--- config.mk ---
export PLATFORM = sky130hd
export DESIGN_NAME = big_top
export DESIGN_NICKNAME = d
export VERILOG_FILES = /design/src/hw/big_pkg.sv /design/src/hw/in_capture.sv /design/src/hw/fsm_ctrl.sv /design/src/hw/act_decode.sv /design/src/hw/big_top.sv
export SDC_FILE = /design/constraint.sdc
export NUM_CORES = 1
export LEC_CHECK = 0
export BUFFER_PORTS_ARGS = -buffer_cell sky130_fd_sc_hd__buf_2
export CORE_ASPECT_RATIO = 1.5
export CORE_MARGIN = 2
export CORE_UTILIZATION = 55
export CTS_BUF_LIST = sky130_fd_sc_hd__clkbuf_8
export CTS_CLUSTER_SIZE = 20
export DETAILED_ROUTE_END_ITERATION = 8
export MAX_ROUTING_LAYER = met4
export PLACE_DENSITY = 0.81
export SLEW_MARGIN = 20
export SYNTH_ARGS = -nofsm -noshare
export SYNTH_HDL_FRONTEND = slang
export SYNTH_SLANG_ARGS = --single-unit
--- constraint.sdc ---
create_clock -name rst -period 5.3 [get_ports rst]
set_input_delay 0.53 -clock rst [delete_from_list [all_inputs] [get_ports rst]]
set_output_delay 0.53 -clock rst [all_outputs]
set_load 0.02 [all_outputs]
--- src/hw/big_pkg.sv ---
`default_nettype none

package big_pkg;

	// controller states with S1 out of reset
	typedef enum logic [2:0] {
		S1,
		S2,
		S3,
		S4,
		S5,
		S6,
		S7
	} state_t;

	// {x18, x17}
	typedef enum logic [1:0] {
		MODE_NONE = 2'b00,
		MODE_A    = 2'b01, // x17 only
		MODE_B    = 2'b10, // x18 only
		MODE_BOTH = 2'b11
	} mode_t;

	// one action per arc named after its target state
	typedef enum logic [2:0] {
		ACT_NONE,
		ACT_S2,
		ACT_S3,
		ACT_S4,
		ACT_S5,
		ACT_S6,
		ACT_S7
	} act_t;

	localparam int COND_W = 15; // x1..x12, x14..x16
	typedef logic [COND_W-1:0] cond_t;

	localparam int C_X1  = 0;
	localparam int C_X2  = 1;
	localparam int C_X3  = 2;
	localparam int C_X4  = 3;
	localparam int C_X5  = 4;
	localparam int C_X6  = 5;
	localparam int C_X7  = 6;
	localparam int C_X8  = 7;
	localparam int C_X9  = 8;
	localparam int C_X10 = 9;
	localparam int C_X11 = 10;
	localparam int C_X12 = 11;
	localparam int C_X14 = 12;
	localparam int C_X15 = 13;
	localparam int C_X16 = 14;

	localparam int CMD_W = 18;
	typedef logic [CMD_W-1:0] cmd_t;

	// bit positions of the kept command lines
	localparam int Y1  = 0;
	localparam int Y2  = 1;
	localparam int Y3  = 2;
	localparam int Y4  = 3;
	localparam int Y5  = 4;
	localparam int Y6  = 5;
	localparam int Y7  = 6;
	localparam int Y8  = 7;
	localparam int Y10 = 8;
	localparam int Y11 = 9;
	localparam int Y13 = 10;
	localparam int Y16 = 11;
	localparam int Y18 = 12;
	localparam int Y22 = 13;
	localparam int Y24 = 14;
	localparam int Y26 = 15;
	localparam int Y27 = 16;
	localparam int Y28 = 17;

endpackage

`default_nettype wire

--- src/hw/in_capture.sv ---
`timescale 1ns/1ps
`default_nettype none

module in_capture (
	input  logic           rst, // clock
	input  logic           clk, // async reset, active low
	input  big_pkg::cond_t cond,
	input  logic           x17,
	input  logic           x18,
	output big_pkg::cond_t cond_q,
	output big_pkg::mode_t mode_q
);

	import big_pkg::*;

	mode_t mode_d;

	always_comb
	begin
		case ({x18, x17})
			2'b11:   mode_d = MODE_BOTH;
			2'b01:   mode_d = MODE_A;
			2'b10:   mode_d = MODE_B;
			default: mode_d = MODE_NONE;
		endcase
	end

	always_ff @(posedge rst or negedge clk)
	begin
		if (!clk)
		begin
			cond_q <= '0;
			mode_q <= MODE_NONE;
		end
		else
		begin
			cond_q <= cond;
			mode_q <= mode_d;
		end
	end

endmodule

`default_nettype wire

--- src/hw/fsm_ctrl.sv ---
`timescale 1ns/1ps
`default_nettype none

module fsm_ctrl (
	input  logic           rst,
	input  logic           clk,
	input  big_pkg::cond_t cond_q,
	input  big_pkg::mode_t mode_q,
	output big_pkg::act_t  act
);

	import big_pkg::*;

	state_t state_q;
	state_t nxt_state;
	logic   quiet; // arc or self loop without outputs

	// S1 branch under x17 only or x18 only with x15 low
	function automatic state_t s1_low(cond_t c);
		if (!c[C_X1])
			return S4;
		else if (!c[C_X2])
			return S2;
		else if (c[C_X3])
			return c[C_X4] ? S1 : S5;
		else if (c[C_X4])
			return c[C_X5] ? S6 : S7;
		else
			return S3;
	endfunction

	function automatic act_t act_for(state_t s);
		case (s)
			S2:      return ACT_S2;
			S3:      return ACT_S3;
			S4:      return ACT_S4;
			S5:      return ACT_S5;
			S6:      return ACT_S6;
			S7:      return ACT_S7;
			default: return ACT_NONE; // nothing ever asserts on the way into S1
		endcase
	endfunction

	always_ff @(posedge rst or negedge clk)
	begin
		if (!clk)
			state_q <= S1;
		else
			state_q <= nxt_state;
	end

	// arcs into the removed states fall back to S1
	always_comb
	begin
		nxt_state = state_q;
		quiet = 1'b0;
		case (state_q)
			S1:
				case (mode_q)
					MODE_BOTH:
						if (cond_q[C_X1])
							nxt_state = S2;
						else
							nxt_state = cond_q[C_X2] ? S3 : S4;
					MODE_A:
						if (!cond_q[C_X15])
							nxt_state = s1_low(cond_q);
						else if (cond_q[C_X1])
							nxt_state = cond_q[C_X10] ? S4 : S5;
						else
							nxt_state = cond_q[C_X6] ? S2 : S3;
					MODE_B:
						if (!cond_q[C_X15])
							nxt_state = s1_low(cond_q);
						else if (cond_q[C_X1])
							nxt_state = S3;
						else
							nxt_state = cond_q[C_X4] ? S4 : S5;
					MODE_NONE:
						nxt_state = S2;
				endcase
			S2:
				case (mode_q)
					MODE_BOTH:
						nxt_state = S1; // every arc here hit a removed state
					MODE_A:
						if (cond_q[C_X11])
							nxt_state = S2; // self loop that still asserts
						else
							nxt_state = cond_q[C_X16] ? S3 : S1;
					MODE_B:
						nxt_state = S3;
					MODE_NONE:
						if (cond_q[C_X15])
						begin
							if (!cond_q[C_X1])
								nxt_state = S7;
							else if (cond_q[C_X2])
								nxt_state = S3;
							else if (cond_q[C_X3])
								nxt_state = S4;
							else
								quiet = 1'b1;
						end
						else if (cond_q[C_X1])
						begin
							if (cond_q[C_X2])
								nxt_state = cond_q[C_X3] ? S7 : S1;
							else
								nxt_state = S5;
						end
						else
							nxt_state = cond_q[C_X2] ? S3 : S4;
				endcase
			S3:
				case (mode_q)
					MODE_BOTH:
						if (cond_q[C_X1])
							nxt_state = S5;
						else
							nxt_state = cond_q[C_X3] ? S6 : S7;
					MODE_A:
						nxt_state = S1;
					MODE_B:
						if (cond_q[C_X15])
							nxt_state = cond_q[C_X5] ? S4 : S1;
						else
							nxt_state = S7;
					MODE_NONE:
						if (cond_q[C_X15])
							nxt_state = S5;
						else if (cond_q[C_X5] && !cond_q[C_X3])
							nxt_state = S1;
						else
							nxt_state = S7;
				endcase
			S4:
				case (mode_q)
					MODE_BOTH:
						nxt_state = S1;
					MODE_A:
						nxt_state = cond_q[C_X12] ? S2 : S3;
					MODE_B:
						if (cond_q[C_X15])
							nxt_state = S1; // x9 either way
						else if (cond_q[C_X3])
						begin
							if (cond_q[C_X4])
								quiet = 1'b1;
							else
								nxt_state = S5;
						end
						else if (cond_q[C_X4])
							nxt_state = cond_q[C_X5] ? S6 : S7;
						else
							nxt_state = S3;
					MODE_NONE:
						if (cond_q[C_X15])
							nxt_state = cond_q[C_X2] ? S6 : S1;
						else
							nxt_state = S6;
				endcase
			S5:
				case (mode_q)
					MODE_BOTH:
						if (cond_q[C_X1])
							nxt_state = S5;
						else
							nxt_state = cond_q[C_X3] ? S6 : S7;
					MODE_A:
						nxt_state = S4;
					MODE_B:
						if (cond_q[C_X15])
							nxt_state = cond_q[C_X2] ? S1 : S6;
						else
							nxt_state = S6;
					MODE_NONE:
						if (cond_q[C_X15])
							nxt_state = cond_q[C_X2] ? S6 : S1;
						else if (!cond_q[C_X1])
							nxt_state = S6;
						else
							nxt_state = cond_q[C_X3] ? S7 : S1;
				endcase
			S6:
				if (mode_q == MODE_A)
					quiet = 1'b1;
				else
					nxt_state = S1;
			S7:
				case (mode_q)
					MODE_BOTH:
						nxt_state = S1;
					MODE_A:
						if (cond_q[C_X5])
							quiet = 1'b1;
						else
							nxt_state = cond_q[C_X14] ? S3 : S1;
					MODE_B:
						nxt_state = cond_q[C_X15] ? S6 : S1;
					MODE_NONE:
						if (!cond_q[C_X15])
							quiet = 1'b1;
						else if (!cond_q[C_X4])
							nxt_state = S5;
						else if (cond_q[C_X1])
							quiet = 1'b1;
						else
							nxt_state = S1;
				endcase
			default:
				nxt_state = S1;
		endcase
	end

	assign act = quiet ? ACT_NONE : act_for(nxt_state);

endmodule

`default_nettype wire

--- src/hw/act_decode.sv ---
`timescale 1ns/1ps
`default_nettype none

module act_decode (
	input  logic          rst,
	input  logic          clk,
	input  big_pkg::act_t act,
	output big_pkg::cmd_t cmd
);

	import big_pkg::*;

	cmd_t cmd_d;

	always_comb
	begin
		cmd_d = '0;
		case (act)
			ACT_S2:
			begin
				cmd_d[Y4] = 1'b1;
				cmd_d[Y6] = 1'b1;
				cmd_d[Y7] = 1'b1;
			end
			ACT_S3:
			begin
				cmd_d[Y8]  = 1'b1;
				cmd_d[Y10] = 1'b1;
				cmd_d[Y26] = 1'b1;
				cmd_d[Y27] = 1'b1;
			end
			ACT_S4:
			begin
				cmd_d[Y16] = 1'b1;
				cmd_d[Y22] = 1'b1;
				cmd_d[Y24] = 1'b1;
			end
			ACT_S5:
			begin
				cmd_d[Y1] = 1'b1;
				cmd_d[Y2] = 1'b1;
				cmd_d[Y3] = 1'b1;
				cmd_d[Y5] = 1'b1;
			end
			ACT_S6:
			begin
				cmd_d[Y11] = 1'b1;
				cmd_d[Y18] = 1'b1;
			end
			ACT_S7:
			begin
				cmd_d[Y7]  = 1'b1; // shared with ACT_S2
				cmd_d[Y13] = 1'b1;
				cmd_d[Y28] = 1'b1;
			end
			default: cmd_d = '0;
		endcase
	end

	always_ff @(posedge rst or negedge clk)
	begin
		if (!clk)
			cmd <= '0;
		else
			cmd <= cmd_d;
	end

endmodule

`default_nettype wire

--- src/hw/big_top.sv ---
`timescale 1ns/1ps
`default_nettype none

module big_top (
	input  logic           rst, // clock
	input  logic           clk, // active-low async reset
	input  big_pkg::cond_t cond,
	input  logic           x17,
	input  logic           x18,
	output big_pkg::cmd_t  cmd
);

	import big_pkg::*;

	cond_t cond_q;
	mode_t mode_q;
	act_t  act;

	// inputs reach cmd two edges later through capture, Mealy step and decode
	in_capture u_in_capture (
		.rst    (rst),
		.clk    (clk),
		.cond   (cond),
		.x17    (x17),
		.x18    (x18),
		.cond_q (cond_q),
		.mode_q (mode_q)
	);

	fsm_ctrl u_fsm_ctrl (
		.rst    (rst),
		.clk    (clk),
		.cond_q (cond_q),
		.mode_q (mode_q),
		.act    (act)
	);

	act_decode u_act_decode (
		.rst (rst),
		.clk (clk),
		.act (act),
		.cmd (cmd)
	);

endmodule

`default_nettype wire

==> run metrics, run 1 <==
combinational share of power=46.1%; Clk pwr share=roughly 16%; ys async rst share=100%; Routed Antenna Nets=0; CORE AREA=approximately 3000 um^2; Max Cap Viol=0; number of global-route vias before repair=1422; CTS sink count=24; final setup fails=0; Max Freq=~0.38 GHz; crit path cell chain=nor2b_1, a31oi_1, a31o_1, and4b_4, inv_2, nor4_4, or2_1; WL per Instance=~17 um; pre-CTS setup slack=between 2000 and 3000 ps; type of the worst setup path=register to register; clk root buf=clkbuf_8; Main synth FF type=dfrtp_1; DP Wirelength=~3000 um; Cell variety after synth=56; post-synthesis cell area=between 1500 and 2000 um^2; LEAKAGE=roughly 0.79 nW; # nets final=about 220; final-report hold violation count=0; drt first pass iters=4; fraction of layout cells with a size suffix above 1=between 20% and 30%; ant diodes=0; Setup Buffers After CTS=0; routed wl met3=129 um; Post-Synth Adder-Cell Area=0.743%; slew of the pin with the lowest slew margin=about 810 ps; DRT met1 WL=around 1600 um; PostCTS Resize Cnt=0; status=complete, no violations; GRT overflow=0; final worst-path cycle share=between 40% and 50%; FF/Latch Area=~600 um^2; Area Growth Syn to Fin=3.05%; max layer used=met4; RSZ-0062 raised after global routing=false; Initial Util=just under 60%; Max Buffers Root-to-Sink=2; CP peak stage delay=730 ps; Critical-path top delay cell=dfrtp_1; Critical Path RT=about 5500 ps; DR iter-0 viols=between 60 and 70; post-synthesis net count=just over 200; TritonCTS Buffers=3; Die ar.=approximately 3500 um^2; utilization after layout=about three fifths; H-tree Lvls=1; Worst Skew=5.04 ps; Seq pwr share=between 30% and 40%; fill count=between 200 and 300; Setup crit end kind=register; Skew-Pair Late Insertion Delay=between 200 and 300 ps; Hold WC Path Type=primary input to asynchronous set/reset pin; die width=a little under 50 um; WL final=a little over 4000 um; Synth Area in XOR/XNOR=0%; syn_area_per_cell=slightly above 9 um^2; VDD IR-drop max=~0.00032 V; Pins Over Slew Limit=0; DRC=0; startpoint types=register; cell family with most CP delay=simple AND/OR/NAND/NOR gates; largest net degree at the start of global routing=28; CP bufs+invs=1; first-pass GRT wire length=approximately 6600 um; CP max FO=19; NetSw=around 310 uW; switching share of power=between 40 and 50%; Port Buffers=33; post-synthesis mux area share=0%; number of top-level pins=37; synthesis-stage register bit count=24; vias per cell=around 6.1; RD Place Congestion=~1.0; min Tclk post-route=~2600 ps; Final TNS setup=0 ps; Die Y=between 70 and 80 um; simple logic cell fraction of the synthesized area=approximately a quarter; Post-synth EDFFs=0; clock slew at reported path FFs=approximately 80 ps; Multi-input gate area=a little over 800 um^2; via count=roughly 1400; Ys Warns=0; P per Cell Area=416 nW/um^2; worst setup margin=~2700 ps; synthesized instance count=186; number of antenna violations at the first check in global routing=0; compound-cell area share of the yosys netlist=between 20 and 25%; Arr. time, crit path=2800 ps; CTS tree=done; Power Internal=~400 uW; hold buffer count at CTS=0; gr usage total=between 20 and 30%; sequential cell area fraction in the yosys report=35.7%; num rows=24; Slew HR=between 40 and 50%; largest family of logic cells by synthesized area=simple AND/OR/NAND/NOR gates; routed wire length on met2=2250 um
==> worst register-to-register path: cells and delay by family (launching register included) <==
kind                   cells  cell delay, ps
AND/OR/NAND/NOR            4            1320
flip-flops                 1             730
AO/OA/AOI/OAI              2             420
buffers and inverters      1              70
==> cells in the mapped netlist (3+ instances only) <==
library cell | instances | area (um^2)
a31oi_1 | 4 | 25.0
or3_1 | 3 | 18.8
buf_6 | 8 | 90.1
and3_1 | 3 | 18.8
dfrtp_1 | 24 | 601
o2111ai_1 | 3 | 26.3
nand2b_1 | 8 | 50.1
nand4_1 | 3 | 18.8
nand3b_1 | 3 | 22.5
buf_4 | 12 | 90.1
a21oi_1 | 11 | 55.1
buf_2 | 6 | 30.0
o21ai_0 | 8 | 40.0
nor2b_1 | 3 | 18.8
nor3_1 | 8 | 40.0
inv_1 | 7 | 26.3
nor2_1 | 11 | 41.3
inv_2 | 4 | 15.0
nand2_1 | 12 | 45.0
==> cells in the final DEF, fill, tap and decap left out, types with 7 or more instances in the layout <==
cell type,netlist,layout
nand2b_1,8,8
nand2_1,12,12
o21ai_0,8,8
a21oi_1,11,11
inv_1,7,7
dfrtp_1,24,24
nor3_1,8,8
buf_2,6,33
nor2_1,11,11
==> metal layers <==
layer  vias up  track usage [%]
met3         8             2.08
met2        40             44.0
met4         0             13.3
li1        684                -
met5         -                -
met1       695             28.3
==> cell families after synthesis <==
| family | after synthesis |
|---|---|
| buffers and inverters | 39 |
| AO/OA/AOI/OAI | 51 |
| adder cells (fa/ha/maj) | 1 |
| flip-flops | 24 |
| AND/OR/NAND/NOR | 71 |
==> final timing paths <==
| path | startpoint | endpoint | slack [ps] | depth (start not counted) |
|---|---|---|---|---|
| min in group rst | cond[12] | u_in_capture.cond_q[12] | 370 | 1 |
| max in group asynchronous | clk | u_in_capture.cond_q[0] | 4740 | 1 |
| setup reg to reg | u_in_capture.mode_q[1] | u_act_decode.cmd[6] | 2700 | 7 |
| hold / removal | clk | u_act_decode.cmd[6] | 230 | 1 |
| setup / recovery | u_in_capture.mode_q[1] | u_act_decode.cmd[6] | 2700 | 7 |
| hold reg to reg | u_in_capture.cond_q[10] | u_fsm_ctrl.state_q[0] | 870 | 5 |
==> flip-flops by register name, summed over array words and instances, names as in the netlist <==
register	cells
u_in_capture.cond_q	12
u_act_decode.cmd	7
u_fsm_ctrl.state_q	3
u_in_capture.mode_q	2
==> power groups by stage <==
stage                     clock (mW)  sequential [mW]  combinational (mW)
after floorplan                    0            0.264               0.293
after global placement             0            0.270               0.324
after detailed placement           0            0.273               0.332
after CTS                      0.120            0.270               0.333
after global routing           0.127            0.278               0.355
final                          0.117            0.272               0.333
==> per-stage QoR <==
stage | hold WS [ps] | instances | total power, mW | cell area [um^2]
after floorplan | 234 | 186 | 0.557 | 1680
after global placement | 508 | 230 | 0.595 | 1680
after detailed placement | 522 | 230 | 0.605 | 1680
after CTS | 237 | 234 | 0.723 | 1740
after global routing | 274 | 234 | 0.761 | 1740
final | 227 | 234 | 0.722 | 1740
==> layout make-up <==
| cell class | count | area share (%) |
|---|---|---|
| flip-flops and latches | 24 | 34.6 |
| multi-input cells | 123 | 47.5 |
| well taps | 39 | 2.81 |
| clock buffers | 4 | 3.17 |
| repair buffers | 33 | 9.52 |
| inverters | 11 | 2.38 |
No activity file was read; power rests on OpenSTA's default activity.
==> inputs of run 2 (changes only) <==
ABC_AREA = 1   (was not set)
clock period = 2.6 ns   (was 5.3 ns; I/O delays follow)
==> run metrics, run 2 <==
RR Startpoint=u_in_capture.cond_q[13]; CP max FO=18 (-1); LEAKAGE=1.02 nW (+30%); top-count cell post-synth=nand2_1; Power, Total=1.34 mW (+86%); CORE AREA=2940 um^2 (+1.0%); Port Buffers=33 (unchanged); Skew-Pair Late Insertion Delay=260 ps (about the same); Hold Crit Endpoint=u_in_capture.cond_q[14]; Synth top area share=35.3% (-0.37 points); clock slew at reported path FFs=80 ps (about the same); pre-CTS setup slack=569 ps (-2160 ps); Final TNS setup=0 ps (unchanged); hold path startpoint=cond[14]; post-synthesis cell area=1700 um^2 (+1.0%); FF/Latch Area=601 um^2 (unchanged); top flop regs=u_in_capture.cond_q (12), u_act_decode.cmd (7), u_fsm_ctrl.state_q (3); gr usage total=24.5% (-0.68 points); number of antenna violations at the first check in global routing=0 (unchanged); Synth area leader=dfrtp_1; Post-synth EDFFs=0 (unchanged); fill count=295 (+5.0%); RSZ-0062 raised after global routing=false; most frequent cells in the layout=nand2_1, buf_2, nand3_1, dfrtp_1; Routed Antenna Nets=0 (unchanged); slew of the pin with the lowest slew margin=672 ps (-135 ps); Area after DPL=1750 um^2 (+4.2%); combinational share of power=46.2% (about the same); Area Growth Syn to Fin=5.88%; Die ar.=3560 um^2 (+0.97%); WL per Instance=13.0 um (-25%); synthesis-stage register bit count=24 (unchanged); WL final=3850 um (-4.7%); fin area=1800 um^2 (+3.8%); fraction of layout cells with a size suffix above 1=26.8% (+0.18 points); Setup crit end kind=register; Worst Skew=7.69 ps (+2.65 ps); Clk pwr share=15.4% (-0.8 points); cell depth of the worst flop-to-flop path=11 (+4); final-report hold violation count=0 (unchanged); GRT overflow=0 (unchanged); DR iter-0 viols=58 (-4.9%); number of global-route vias before repair=1499 (+5.4%); Cell variety after synth=28 (-50%); most flop-heavy register=u_in_capture.cond_q; CTS sink count=24 (unchanged); startpoint types=register; worst setup margin=564 ps (-2140 ps); num rows=24 (unchanged); FF-to-FF End=u_act_decode.cmd[6]; min Tclk post-route=2040 ps (-563 ps); drt first pass iters=4 (unchanged); vias per cell=5.25 (-14%); Setup Buffers After CTS=0 (unchanged); Max Cap Viol=0 (unchanged); largest net degree at the start of global routing=25 (-11%); synth cell count leaders=nand2_1, nand3_1, dfrtp_1; Main synth FF type=dfrtp_1; Power Internal=732 uW (+78%); post-synthesis net count=260 (+26%); CTS tree=done; DRC=0 (unchanged); Arr. time, crit path=2190 ps (-610 ps); Die Y=72.1 um (+0.49%); via count=1554 (+8.9%); Multi-input gate area=817 um^2 (-0.91%); synth top area cells=dfrtp_1, nand2_1, nand3_1, buf_4, inv_1; clk root buf=clkbuf_8; status=complete, no violations; DP Wirelength=3040 um (+3.1%); Largest register FFs=12 (unchanged); number of top-level pins=37 (unchanged); Seq pwr share=38.4% (+0.7 points); P per Cell Area=746 nW/um^2 (+79%); commonest non-fill, non-tap cell in the layout=nand2_1; type of the worst setup path=register to register; Ys Warns=0 (unchanged); Slew HR=55.2% (+9.0 points); H-tree Lvls=1 (unchanged); TritonCTS Buffers=3 (unchanged); RD Place Congestion=0.964 (-7.5%); final setup fails=0 (unchanged); sequential cell area fraction in the yosys report=35.3% (-0.37 points); switching share of power=45.6% (+2.5 points); VDD IR-drop max=0.000567 V (+79%); final worst-path cycle share=78.3% (+29 points); reg2reg setup slack=560 ps (-2140 ps); Initial Util=57.8% (about the same); ys async rst share=100% (unchanged); ant diodes=0 (unchanged); Hold WC Path Type=primary input to register; die width=49.4 um (+0.48%); Worst Hold Depth=1; synthesized instance count=240 (+29%); first-pass GRT wire length=6490 um (-2.4%); Max Freq=0.491 GHz (+28%); Critical Path RT=2750 ps (-2750 ps); syn_area_per_cell=7.09 um^2 (-22%); # nets final=279 (+29%); NetSw=613 uW (+97%); Max Buffers Root-to-Sink=2 (unchanged); Pins Over Slew Limit=0 (unchanged)
==> run 2: changes by cell type in the layout (fill, tap and decap cells not counted), moves of 6 or more <==
cell,before,now
nand2b_1,8,0
nor2_1,11,18
nand2_1,12,74
nand3_1,2,32
inv_1,7,18
a21oi_1,11,5
nand2_2,0,7
nor3_1,8,1
==> run 2: kinds of logic (layout without fill, tap and decap cells) <==
group,after synthesis,in the layout,synth area share [%]
buffers and inverters,49,66,16.7
DFF,24,24,35.3
AOI/OAI and AO/OA,15,15,4.93
and+or+nand+nor,151,151,42.4
adders and majority gates,1,1,0.735
==> run 2: what timing repair did <==
item                       4_1_cts  5_1_grt
setup endpoints to repair        0        0
gates resized for setup          0        0
hold endpoints to repair        24        0
hold buffers                     1        0
==> run 2: per-layer routing <==
metal | part of all wire, % | vias to the layer above | track usage (%)
li1 | - | 785 | -
met1 | 40 | 691 | 28.1
met2 | 50 | 60 | 40.4
met3 | 5.2 | 18 | 3.70
met4 | 5.0 | 0 | 14.8
met5 | 0 | - | -
==> run 2: layout make-up <==
type	instances	share of cell area (%)
Inverter	29	6.60
Timing Repair Buffer	34	9.72
Clock buffer	3	2.29
Multi-Input combinational cell	167	45.3
Sequential cell	24	33.3
Tap cell	39	2.71
==> run 2: stage by stage <==
| step | hold WS [ps] | cells | utilization [%] |
|---|---|---|---|
| CTS | 98.8 | 296 | 61.2 |
| floorplan | -35.6 | 240 | - |
| finish | 99.4 | 296 | 61.2 |
| detailed placement | 259 | 292 | 59.5 |
| global route | 91.5 | 296 | 61.2 |
| global placement | 250 | 292 | 59.5 |
==> run 2: worst max path at each step <==
stage | start | to | slack [ps] | cells past startpoint
2_1_floorplan | u_in_capture.mode_q[0] | u_act_decode.cmd[6] | 1130 | 12
3_3_place_gp | u_in_capture.cond_q[13] | u_act_decode.cmd[6] | 560 | 11
3_5_place_dp | u_in_capture.cond_q[13] | u_act_decode.cmd[6] | 570 | 11
4_1_cts | u_in_capture.cond_q[13] | u_act_decode.cmd[6] | 570 | 11
5_1_grt | u_in_capture.cond_q[13] | u_act_decode.cmd[6] | 430 | 11
6_report | u_in_capture.cond_q[13] | u_act_decode.cmd[6] | 560 | 11
==> run 2: critical path, cell delays in order (launching register included) <==
cell and delay, ps:
dfrtp_1 780, nand2_1 230, o21ai_0 210, nand2_1 80, nand2_1 70, nand2_1 50
nand2_1 50, nand2_1 70, nor2_2 150, inv_2 80, nand3_1 100, nand2_1 60
==> run 2: power by group through the flow <==
| stage | Combinational, mW | Clock, mW | Sequential (mW) |
|---|---|---|---|
| floorplan | 0.491 | 0 | 0.540 |
| global placement | 0.619 | 0 | 0.523 |
| detailed placement | 0.622 | 0 | 0.522 |
| CTS | 0.625 | 0.212 | 0.515 |
| global route | 0.696 | 0.227 | 0.528 |
| finish | 0.622 | 0.207 | 0.516 |
